`src/common/ctrl_pkg.sv`:
```
package ctrl_pkg;

    typedef logic [31:0] instr_t;
    typedef logic [2:0]  alu_op_t;
    typedef logic [3:0]  wb_sel_t;
    typedef logic [1:0]  store_sel_t;
    typedef logic [1:0]  src_a_t;
    typedef logic [2:0]  src_b_t;

    // ALU operation codes
    localparam alu_op_t ALU_NOP = 3'd0;
    localparam alu_op_t ALU_ADD = 3'd1;
    localparam alu_op_t ALU_SUB = 3'd2;
    localparam alu_op_t ALU_AND = 3'd3;
    localparam alu_op_t ALU_SLT = 3'd6;

    // Register file write-back sources
    localparam wb_sel_t WB_ALU  = 4'd0;
    localparam wb_sel_t WB_SET1 = 4'd2;
    localparam wb_sel_t WB_SET0 = 4'd3;
    localparam wb_sel_t WB_LINK = 4'd4;
    localparam wb_sel_t WB_LD   = 4'd5;
    localparam wb_sel_t WB_LB   = 4'd6;
    localparam wb_sel_t WB_LH   = 4'd7;
    localparam wb_sel_t WB_LW   = 4'd8;
    localparam wb_sel_t WB_LBU  = 4'd9;
    localparam wb_sel_t WB_LHU  = 4'd10;
    localparam wb_sel_t WB_LWU  = 4'd11;

    // Store widths
    localparam store_sel_t ST_D = 2'd0;
    localparam store_sel_t ST_W = 2'd1;
    localparam store_sel_t ST_H = 2'd2;
    localparam store_sel_t ST_B = 2'd3;

    localparam src_a_t SRC_A_PC   = 2'd0;
    localparam src_a_t SRC_A_REG  = 2'd1;
    localparam src_a_t SRC_A_ZERO = 2'd3;

    localparam src_b_t SRC_B_REG   = 3'd0;
    localparam src_b_t SRC_B_FOUR  = 3'd1;
    localparam src_b_t SRC_B_IMM   = 3'd2;
    localparam src_b_t SRC_B_BROFF = 3'd3; // Shifted branch offset

    // Major opcodes
    localparam logic [6:0] OP_REG    = 7'b0110011;
    localparam logic [6:0] OP_IMM    = 7'b0010011;
    localparam logic [6:0] OP_LOAD   = 7'b0000011;
    localparam logic [6:0] OP_STORE  = 7'b0100011;
    localparam logic [6:0] OP_BRANCH = 7'b1100011;
    localparam logic [6:0] OP_JALR   = 7'b1100111;
    localparam logic [6:0] OP_LUI    = 7'b0110111;

    localparam logic [2:0] FUNCT3_ADD = 3'b000;
    localparam logic [2:0] FUNCT3_AND = 3'b111;
    localparam logic [2:0] FUNCT3_SLT = 3'b010;
    localparam logic [2:0] FUNCT3_BEQ = 3'b000;
    localparam logic [2:0] FUNCT3_BNE = 3'b001;

    localparam int FUNCT7_SUB_BIT = 5; // Bit 30 of the word

    typedef enum logic [3:0] {
        CLS_ALU_R,
        CLS_ALU_IMM,
        CLS_SLT,
        CLS_LOAD,
        CLS_STORE,
        CLS_BRANCH,
        CLS_JALR,
        CLS_LUI,
        CLS_NONE
    } instr_class_e;

    typedef enum logic [3:0] {
        ST_RESET,
        ST_WAIT,
        ST_FETCH,
        ST_DECODE,
        ST_EXECUTE,
        ST_ALU_WB,
        ST_SET1_WB,
        ST_SET0_WB,
        ST_LUI_WB,
        ST_LINK_JUMP,
        ST_LOAD_WAIT,
        ST_LOAD_READ,
        ST_LOAD_WB,
        ST_STORE_READ,
        ST_STORE_WAIT,
        ST_STORE_WRITE
    } state_e;

endpackage

```
`src/instr_decoder.sv`:
```
`timescale 1ns/10ps

module instr_decoder (
    input  ctrl_pkg::instr_t     instr,
    output ctrl_pkg::instr_class_e instr_class,
    output ctrl_pkg::alu_op_t    exec_op,
    output ctrl_pkg::wb_sel_t    load_sel,
    output ctrl_pkg::store_sel_t store_sel
);
    import ctrl_pkg::*;

    logic [6:0] opcode;
    logic [2:0] funct3;
    logic [6:0] funct7;

    assign opcode = instr[6:0];
    assign funct3 = instr[14:12];
    assign funct7 = instr[31:25];

    always_comb begin
        instr_class = CLS_NONE;
        exec_op     = ALU_NOP;
        load_sel    = WB_LD;
        store_sel   = ST_D;
        case (opcode)
            OP_REG: begin
                if (funct3 == FUNCT3_ADD) begin
                    instr_class = CLS_ALU_R;
                    exec_op     = funct7[FUNCT7_SUB_BIT] ? ALU_SUB : ALU_ADD;
                end else if (funct3 == FUNCT3_AND && !funct7[FUNCT7_SUB_BIT]) begin
                    instr_class = CLS_ALU_R;
                    exec_op     = ALU_AND;
                end else if (funct3 == FUNCT3_SLT && !funct7[FUNCT7_SUB_BIT]) begin
                    instr_class = CLS_SLT;
                    exec_op     = ALU_SLT;
                end
            end
            OP_IMM: begin
                if (funct3 == FUNCT3_ADD) begin
                    instr_class = CLS_ALU_IMM;
                    exec_op     = ALU_ADD;
                end else if (funct3 == FUNCT3_SLT) begin
                    instr_class = CLS_SLT; // slti
                    exec_op     = ALU_SLT;
                end
            end
            OP_LOAD: begin
                if (funct3 != 3'b111) begin
                    instr_class = CLS_LOAD;
                    exec_op     = ALU_ADD; // Address is rs1 + imm
                end
                case (funct3)
                    3'b000:  load_sel = WB_LB;
                    3'b001:  load_sel = WB_LH;
                    3'b010:  load_sel = WB_LW;
                    3'b100:  load_sel = WB_LBU;
                    3'b101:  load_sel = WB_LHU;
                    3'b110:  load_sel = WB_LWU;
                    default: load_sel = WB_LD;
                endcase
            end
            OP_STORE: begin
                if (!funct3[2]) begin
                    instr_class = CLS_STORE;
                    exec_op     = ALU_ADD;
                end
                case (funct3[1:0])
                    2'b00:   store_sel = ST_B;
                    2'b01:   store_sel = ST_H;
                    2'b10:   store_sel = ST_W;
                    default: store_sel = ST_D;
                endcase
            end
            OP_BRANCH: begin
                if (funct3 == FUNCT3_BEQ || funct3 == FUNCT3_BNE) begin
                    instr_class = CLS_BRANCH;
                    exec_op     = ALU_SUB; // Compare through the zero flag
                end
            end
            OP_JALR: begin
                if (funct3 == 3'b000) begin
                    instr_class = CLS_JALR;
                    exec_op     = ALU_ADD;
                end
            end
            OP_LUI: begin
                instr_class = CLS_LUI;
                exec_op     = ALU_ADD; // Zero plus upper immediate
            end
            default: begin
                instr_class = CLS_NONE;
            end
        endcase
    end

endmodule

```
`src/control/state_sequencer.sv`:
```
`timescale 1ns/10ps

module state_sequencer (
    input  logic                   CLK,
    input  logic                   RST,
    input  ctrl_pkg::instr_class_e instr_class,
    input  logic                   alu_less,
    output ctrl_pkg::state_e       state
);
    import ctrl_pkg::*;

    state_e next_state;

    always_ff @(posedge CLK, posedge RST) begin
        if (RST) begin
            state <= ST_RESET;
        end else begin
            state <= next_state;
        end
    end

    // Tail of the instruction depends on its class
    always_comb begin
        next_state = ST_WAIT;
        case (state)
            ST_RESET: begin
                next_state = ST_WAIT;
            end
            ST_WAIT: begin
                next_state = ST_FETCH;
            end
            ST_FETCH: begin
                next_state = ST_DECODE;
            end
            ST_DECODE: begin
                next_state = ST_EXECUTE;
            end
            ST_EXECUTE: begin
                case (instr_class)
                    CLS_ALU_R,
                    CLS_ALU_IMM: next_state = ST_ALU_WB;
                    CLS_SLT:     next_state = alu_less ? ST_SET1_WB : ST_SET0_WB;
                    CLS_LUI:     next_state = ST_LUI_WB;
                    CLS_JALR:    next_state = ST_LINK_JUMP;
                    CLS_LOAD:    next_state = ST_LOAD_WAIT;
                    CLS_STORE:   next_state = ST_STORE_READ;
                    default:     next_state = ST_WAIT; // Branch done, or no-op
                endcase
            end
            ST_LOAD_WAIT: begin
                next_state = ST_LOAD_READ;
            end
            ST_LOAD_READ: begin
                next_state = ST_LOAD_WB;
            end
            ST_STORE_READ: begin
                next_state = ST_STORE_WAIT;
            end
            ST_STORE_WAIT: begin
                next_state = ST_STORE_WRITE;
            end
            ST_ALU_WB,
            ST_SET1_WB,
            ST_SET0_WB,
            ST_LUI_WB,
            ST_LINK_JUMP,
            ST_LOAD_WB,
            ST_STORE_WRITE: begin
                next_state = ST_WAIT;
            end
            default: begin
                next_state = ST_WAIT;
            end
        endcase
    end

    // The machine never stalls
    property p_state_advances;
        @(posedge CLK) disable iff (RST)
        (state != ST_RESET) |=> (state != $past(state));
    endproperty

    a_state_advances: assert property (p_state_advances)
        else $error("state %s held for two cycles", state.name());

endmodule

```
`src/control/control_signals.sv`:
```
`timescale 1ns/10ps

module control_signals (
    input  ctrl_pkg::state_e       state,
    input  ctrl_pkg::instr_class_e instr_class,
    input  ctrl_pkg::alu_op_t      exec_op,
    input  ctrl_pkg::wb_sel_t      load_sel,
    input  ctrl_pkg::store_sel_t   store_sel_in,
    input  ctrl_pkg::instr_t       instr,
    input  logic                   alu_zero,
    output logic                   datapath_reset,
    output logic                   ir_load,
    output logic                   pc_write,
    output logic                   pc_src_alu,
    output logic                   a_write,
    output logic                   b_write,
    output logic                   alu_out_write,
    output logic                   reg_write,
    output logic                   mdr_write,
    output logic                   mem_write,
    output ctrl_pkg::alu_op_t      alu_op,
    output ctrl_pkg::src_a_t       alu_src_a,
    output ctrl_pkg::src_b_t       alu_src_b,
    output ctrl_pkg::wb_sel_t      wb_sel,
    output ctrl_pkg::store_sel_t   store_sel
);
    import ctrl_pkg::*;

    logic [6:0] opcode;
    logic [2:0] funct3;
    logic       branch_taken;

    assign opcode = instr[6:0];
    assign funct3 = instr[14:12];

    assign branch_taken = (funct3 == FUNCT3_BEQ &&  alu_zero) ||
                          (funct3 == FUNCT3_BNE && !alu_zero);

    always_comb begin
        datapath_reset = 1'b0;
        ir_load        = 1'b0;
        pc_write       = 1'b0;
        pc_src_alu     = 1'b1; // Low picks the registered ALU result
        a_write        = 1'b0;
        b_write        = 1'b0;
        alu_out_write  = 1'b0;
        reg_write      = 1'b0;
        mdr_write      = 1'b0;
        mem_write      = 1'b0;
        alu_op         = ALU_NOP;
        alu_src_a      = SRC_A_PC;
        alu_src_b      = SRC_B_REG;
        wb_sel         = WB_ALU;
        store_sel      = ST_D;
        case (state)
            ST_RESET: begin
                datapath_reset = 1'b1;
            end
            ST_FETCH: begin
                ir_load   = 1'b1;
                pc_write  = 1'b1; // PC + 4
                alu_op    = ALU_ADD;
                alu_src_b = SRC_B_FOUR;
            end
            ST_DECODE: begin
                a_write       = 1'b1;
                b_write       = 1'b1;
                alu_out_write = 1'b1; // Branch target held for execute
                alu_op        = ALU_ADD;
                alu_src_b     = SRC_B_BROFF;
            end
            ST_EXECUTE: begin
                alu_op = exec_op;
                case (instr_class)
                    CLS_ALU_R: begin
                        alu_out_write = 1'b1;
                        alu_src_a     = SRC_A_REG;
                    end
                    CLS_SLT: begin
                        alu_out_write = 1'b1;
                        alu_src_a     = SRC_A_REG;
                        alu_src_b     = (opcode == OP_REG) ? SRC_B_REG : SRC_B_IMM;
                    end
                    CLS_ALU_IMM,
                    CLS_LOAD,
                    CLS_STORE,
                    CLS_JALR: begin
                        alu_out_write = 1'b1;
                        alu_src_a     = SRC_A_REG;
                        alu_src_b     = SRC_B_IMM;
                    end
                    CLS_LUI: begin
                        alu_out_write = 1'b1;
                        alu_src_a     = SRC_A_ZERO;
                        alu_src_b     = SRC_B_IMM;
                    end
                    CLS_BRANCH: begin
                        alu_src_a = SRC_A_REG;
                        if (branch_taken) begin
                            pc_write   = 1'b1;
                            pc_src_alu = 1'b0;
                        end
                    end
                    default: begin
                        alu_op = ALU_NOP;
                    end
                endcase
            end
            ST_ALU_WB,
            ST_LUI_WB: begin
                reg_write = 1'b1;
                wb_sel    = WB_ALU;
            end
            ST_SET1_WB: begin
                reg_write = 1'b1;
                wb_sel    = WB_SET1;
            end
            ST_SET0_WB: begin
                reg_write = 1'b1;
                wb_sel    = WB_SET0;
            end
            ST_LINK_JUMP: begin
                reg_write  = 1'b1; // rd gets the return address
                pc_write   = 1'b1;
                pc_src_alu = 1'b0;
                wb_sel     = WB_LINK;
            end
            ST_LOAD_READ,
            ST_STORE_READ: begin
                mdr_write = 1'b1;
            end
            ST_LOAD_WB: begin
                reg_write = 1'b1;
                wb_sel    = load_sel;
            end
            ST_STORE_WRITE: begin
                mem_write = 1'b1;
                store_sel = store_sel_in;
            end
            default: begin
                datapath_reset = 1'b0;
            end
        endcase
    end

    // Sampled on every state change, so each state is checked once it is left
    a_mem_reg_excl: assert property (@(state) mem_write |-> !reg_write)
        else $error("mem_write and reg_write both high");

    a_no_pc_in_wb: assert property (@(state)
        (state inside {ST_ALU_WB, ST_SET1_WB, ST_SET0_WB, ST_LUI_WB, ST_LOAD_WB})
        |-> !pc_write)
        else $error("pc_write high in writeback state");

endmodule

```
`src/control_unit.sv`:
```
`timescale 1ns/10ps

module control_unit (
    input  logic                 CLK,
    input  logic                 RST,
    input  ctrl_pkg::instr_t     instr,
    input  logic                 alu_zero,
    input  logic                 alu_less,
    output logic                 datapath_reset,
    output logic                 ir_load,
    output logic                 pc_write,
    output logic                 pc_src_alu,
    output logic                 a_write,
    output logic                 b_write,
    output logic                 alu_out_write,
    output logic                 reg_write,
    output logic                 mdr_write,
    output logic                 mem_write,
    output ctrl_pkg::alu_op_t    alu_op,
    output ctrl_pkg::src_a_t     alu_src_a,
    output ctrl_pkg::src_b_t     alu_src_b,
    output ctrl_pkg::wb_sel_t    wb_sel,
    output ctrl_pkg::store_sel_t store_sel
);
    import ctrl_pkg::*;

    instr_class_e instr_class;
    alu_op_t      exec_op;
    wb_sel_t      load_sel;
    store_sel_t   dec_store_sel;
    state_e       state;

    instr_decoder u_decoder (
        .instr       (instr),
        .instr_class (instr_class),
        .exec_op     (exec_op),
        .load_sel    (load_sel),
        .store_sel   (dec_store_sel)
    );

    state_sequencer u_sequencer (
        .CLK         (CLK),
        .RST         (RST),
        .instr_class (instr_class),
        .alu_less    (alu_less),
        .state       (state)
    );

    control_signals u_signals (
        .state          (state),
        .instr_class    (instr_class),
        .exec_op        (exec_op),
        .load_sel       (load_sel),
        .store_sel_in   (dec_store_sel),
        .instr          (instr),
        .alu_zero       (alu_zero),
        .datapath_reset (datapath_reset),
        .ir_load        (ir_load),
        .pc_write       (pc_write),
        .pc_src_alu     (pc_src_alu),
        .a_write        (a_write),
        .b_write        (b_write),
        .alu_out_write  (alu_out_write),
        .reg_write      (reg_write),
        .mdr_write      (mdr_write),
        .mem_write      (mem_write),
        .alu_op         (alu_op),
        .alu_src_a      (alu_src_a),
        .alu_src_b      (alu_src_b),
        .wb_sel         (wb_sel),
        .store_sel      (store_sel)
    );

endmodule

```
`config.mk`:
```
export PLATFORM = sky130hd
export DESIGN_NAME = control_unit
export DESIGN_NICKNAME = d
export VERILOG_FILES = /design/src/common/ctrl_pkg.sv /design/src/instr_decoder.sv /design/src/control/state_sequencer.sv /design/src/control/control_signals.sv /design/src/control_unit.sv
export SDC_FILE = /design/constraint.sdc
export NUM_CORES = 1
export LEC_CHECK = 0
export BUFFER_PORTS_ARGS = -buffer_cell sky130_fd_sc_hd__buf_2
export CORE_MARGIN = 2
export CORE_UTILIZATION = 44
export CTS_CLUSTER_SIZE = 14
export DETAILED_ROUTE_END_ITERATION = 7
export PLACE_DENSITY = 0.81
export SLEW_MARGIN = 10
export SYNTH_ARGS = -nofsm -noshare
export SYNTH_HDL_FRONTEND = slang
export SYNTH_SLANG_ARGS = --single-unit
```
`constraint.sdc`:
```
create_clock -name CLK -period 2.4 [get_ports CLK]
set_input_delay 0.48 -clock CLK [delete_from_list [all_inputs] [get_ports CLK]]
set_output_delay 0.48 -clock CLK [all_outputs]
set_load 0.05 [all_outputs]
```
==> flow_summary.toml <==
[setup_path]
r2r_start = "u_sequencer.state[1]"
crit_path_top_delay_cell = "nor3_1"
end_kind = "primary output"
crit_arrival_ps = 2050
crit_buf_inv = 4
start_kind = "input port"
crit_type = "in -> out"
cp_max_fo = 9
crit_cells = 9
cp_top_family = "buffers and inverters"
cp.required_ps = 1920
r2r_cells = 7
worstSetupStartpoint = "instr[5]"
cp_cell_sequence = "buf_2 > buf_4 > buf_12 > nor2_1 > a41oi_1 > nor3_1 > a31oi_2 > o21ai_4 > buf_6"
cp_slowest_stage_delay_ps = 440

[grt]
overflow = 0
antenna_found_initial = 0
grt_max_degree = 17
grt_usage_pct = 29.96
grt_pass1_vias = 1366
grt_pass1_wl_um = 6161

[detailed_routing]
drc = 0
wl_per_cell_um = 17.72
num_vias = 1584
wl_met3_um = 381
highest_layer = "met4"
drt-met1-wl_um = 1607
detail-route-antenna-nets = 0
wl_met2_um = 2318
first_pass_iters = 4
drt_iter0_drc = 62
via_per_inst = 6.188
wl_um = 4537

[logic_synthesis]
synth-edff-count = 0
avgSynthCellArea_um2 = 6.440
ys_ff_latch = 4
yosys.area.top_type = "dfrtp_1"
synth_top_area_share_pct = 9.963
ys.flop_type = "dfrtp_1"
yosys-top-cells-area = "dfrtp_1, nor2_1, nand2_1, a21oi_1, o21ai_0"
syn_area_um2 = 1005
async_flop_share_pct = 100.0
synth_most_common_cell = "nor2_1"
syn_inst = 156
ys_seq_area_share_pct = 9.963
yosys_warnings = 0
synth_common_cells = "nor2_1, nand2_1, a21oi_1, o21ai_0, inv_1"
synth_cell_types = 51
postSynthNetCount = 192

[cts]
hold_buffers = 0
h-tree-depth = 1
clkLatencyLatePin_ps = 240
clk_pin_slew_ps = 40
cts_root_buf = "clkbuf_4"
clk_path_buf_depth = 2
cts_tree = "yes"
clkSinkCount = 4
cts_buffers = 3

[placed_design]
dpl.hpwl_um = 2897
numPortBuffers = 37
dp.cells = 247
gp_congestion = 0.8462

[power_and_ir_drop]
p_per_area_nw_per_um2 = 660.1
leakage_uw = 0.0008280
peakVddDrop_v = 0.0007817

[finish]
area_growth_pct = 78.21
top_regs = "u_sequencer.state (4)"
layout-drive-gt1-share_pct = 54.39
nNetsFinal = 266
antenna_cells = 0
largest_reg_flops = 4
regMostFlops = "u_sequencer.state"
fin_cells = 256

[sta]
hold_viol = 0
worst_slack_ps = -134.9
setup-violations-final = 5
min_period_ps = 2535
rsz0062_at_grt = "true"
finalCritPeriodShare_pct = 105.6
tns_ps = -194.2
fmax_ghz = 0.3945
fin_worst_skew_ps = 0.5445
finalMaxSlewViolations = 0

[floorplan]
dieArea_um2 = 2682
io_pins = 60
row_count = 17
dieWidth_um = 51.79
die_h_um = 51.79
coreArea_um2 = 2191
start_util_pct = 45.86

[outcome]
violations = "setup timing"
status = "finished with violations"

[flow_run]
maxCapViolCount = 0

[worst_hold_path]
hp-class = "in -> async"
-- worst paths after layout --
check | endpoint | slack (ps)
max in group asynchronous | u_sequencer.state[3] | 2130
worst max register to register | u_sequencer.state[2] | 510
min in group CLK | u_sequencer.state[0] | 690
worst min register to register | u_sequencer.state[1] | 700
worst min-delay path | u_sequencer.state[2] | 110
worst max-delay path | alu_src_b[1] | -130
-- what timing repair did --
item,in CTS,in global routing
hold endpoints to repair,0,0
resized for setup,11,37
endpoints found under the setup margin,5,12
pin swaps,3,8
buffers inserted,0,6
-- cells by family (layout without fill, tap and decap cells) --
logic type,after synthesis,count (layout),share of synthesized area (%)
and+or+nand+nor,82,82,45.33
AOI/OAI and AO/OA,43,43,29.52
buffers and inverters,20,92,9.463
xor gates and xnor gates,5,5,4.359
DFF,4,4,9.963
other,1,1,0.3732
muxes,1,1,0.9963
-- layout by cell type, fill, tap and decap left out, drive strengths merged, types with 4 or more instances in the layout --
| cell type | n |
|---|---|
| inv | 9 |
| nor4 | 5 |
| nand2 | 19 |
| nor2 | 19 |
| nor2b | 7 |
| clkbuf | 7 |
| nor3 | 9 |
| buf | 76 |
| nand2b | 4 |
| nand3 | 5 |
| o21ai | 10 |
| dfrtp | 4 |
| a21oi | 10 |
| a21o | 4 |
-- where the power goes --
part           switching [uW]  total, uW  leakage [uW]  internal [uW]
clock                    35.2       91.7     0.0000138           56.5
sequential               15.8        106     0.0000504           90.6
combinational             667        984      0.000764            317
-- cell type report --
cell class | instances | area (um^2)
fillers | 146 | 400.4
flip-flops and latches | 4 | 100.1
multi-input cells | 132 | 1003
inverters | 9 | 33.78
repair buffers | 80 | 595.6
clock buffers | 3 | 22.52
well taps | 28 | 35.03
-- worst register-to-register path: stages (launching register included) --
cell and delay [ps]:
dfrtp_1 370, nor2_1 230, nand3_1 230, nor3_4 330, nand2_2 130, buf_4 150, buf_4 130, o31ai_2 230
-- per-layer routing --
| layer | vias up | track usage (%) |
|---|---|---|
| li1 | 704 | - |
| met1 | 727 | 32.69 |
| met2 | 126 | 58.55 |
| met3 | 27 | 4.598 |
| met4 | 0 | 8.772 |
| met5 | - | 0 |
-- through the flow --
step                hold WS (ps)  instance area [um^2]  worst slack, ps  utilization (%)  total power [uW]
global placement           353.8                  1549           -86.29            70.70             964.5
detailed placement         362.1                  1549           -153.9            70.70             992.7
global route               129.3                  1790           -201.7            81.72              1227
finish                     111.4                  1790           -134.9            81.72              1182
CTS                        115.5                  1613           -26.04            73.62              1127
floorplan                  246.1                  1110           -298.7                -             779.2
No activity file was read; power rests on OpenSTA's default activity.
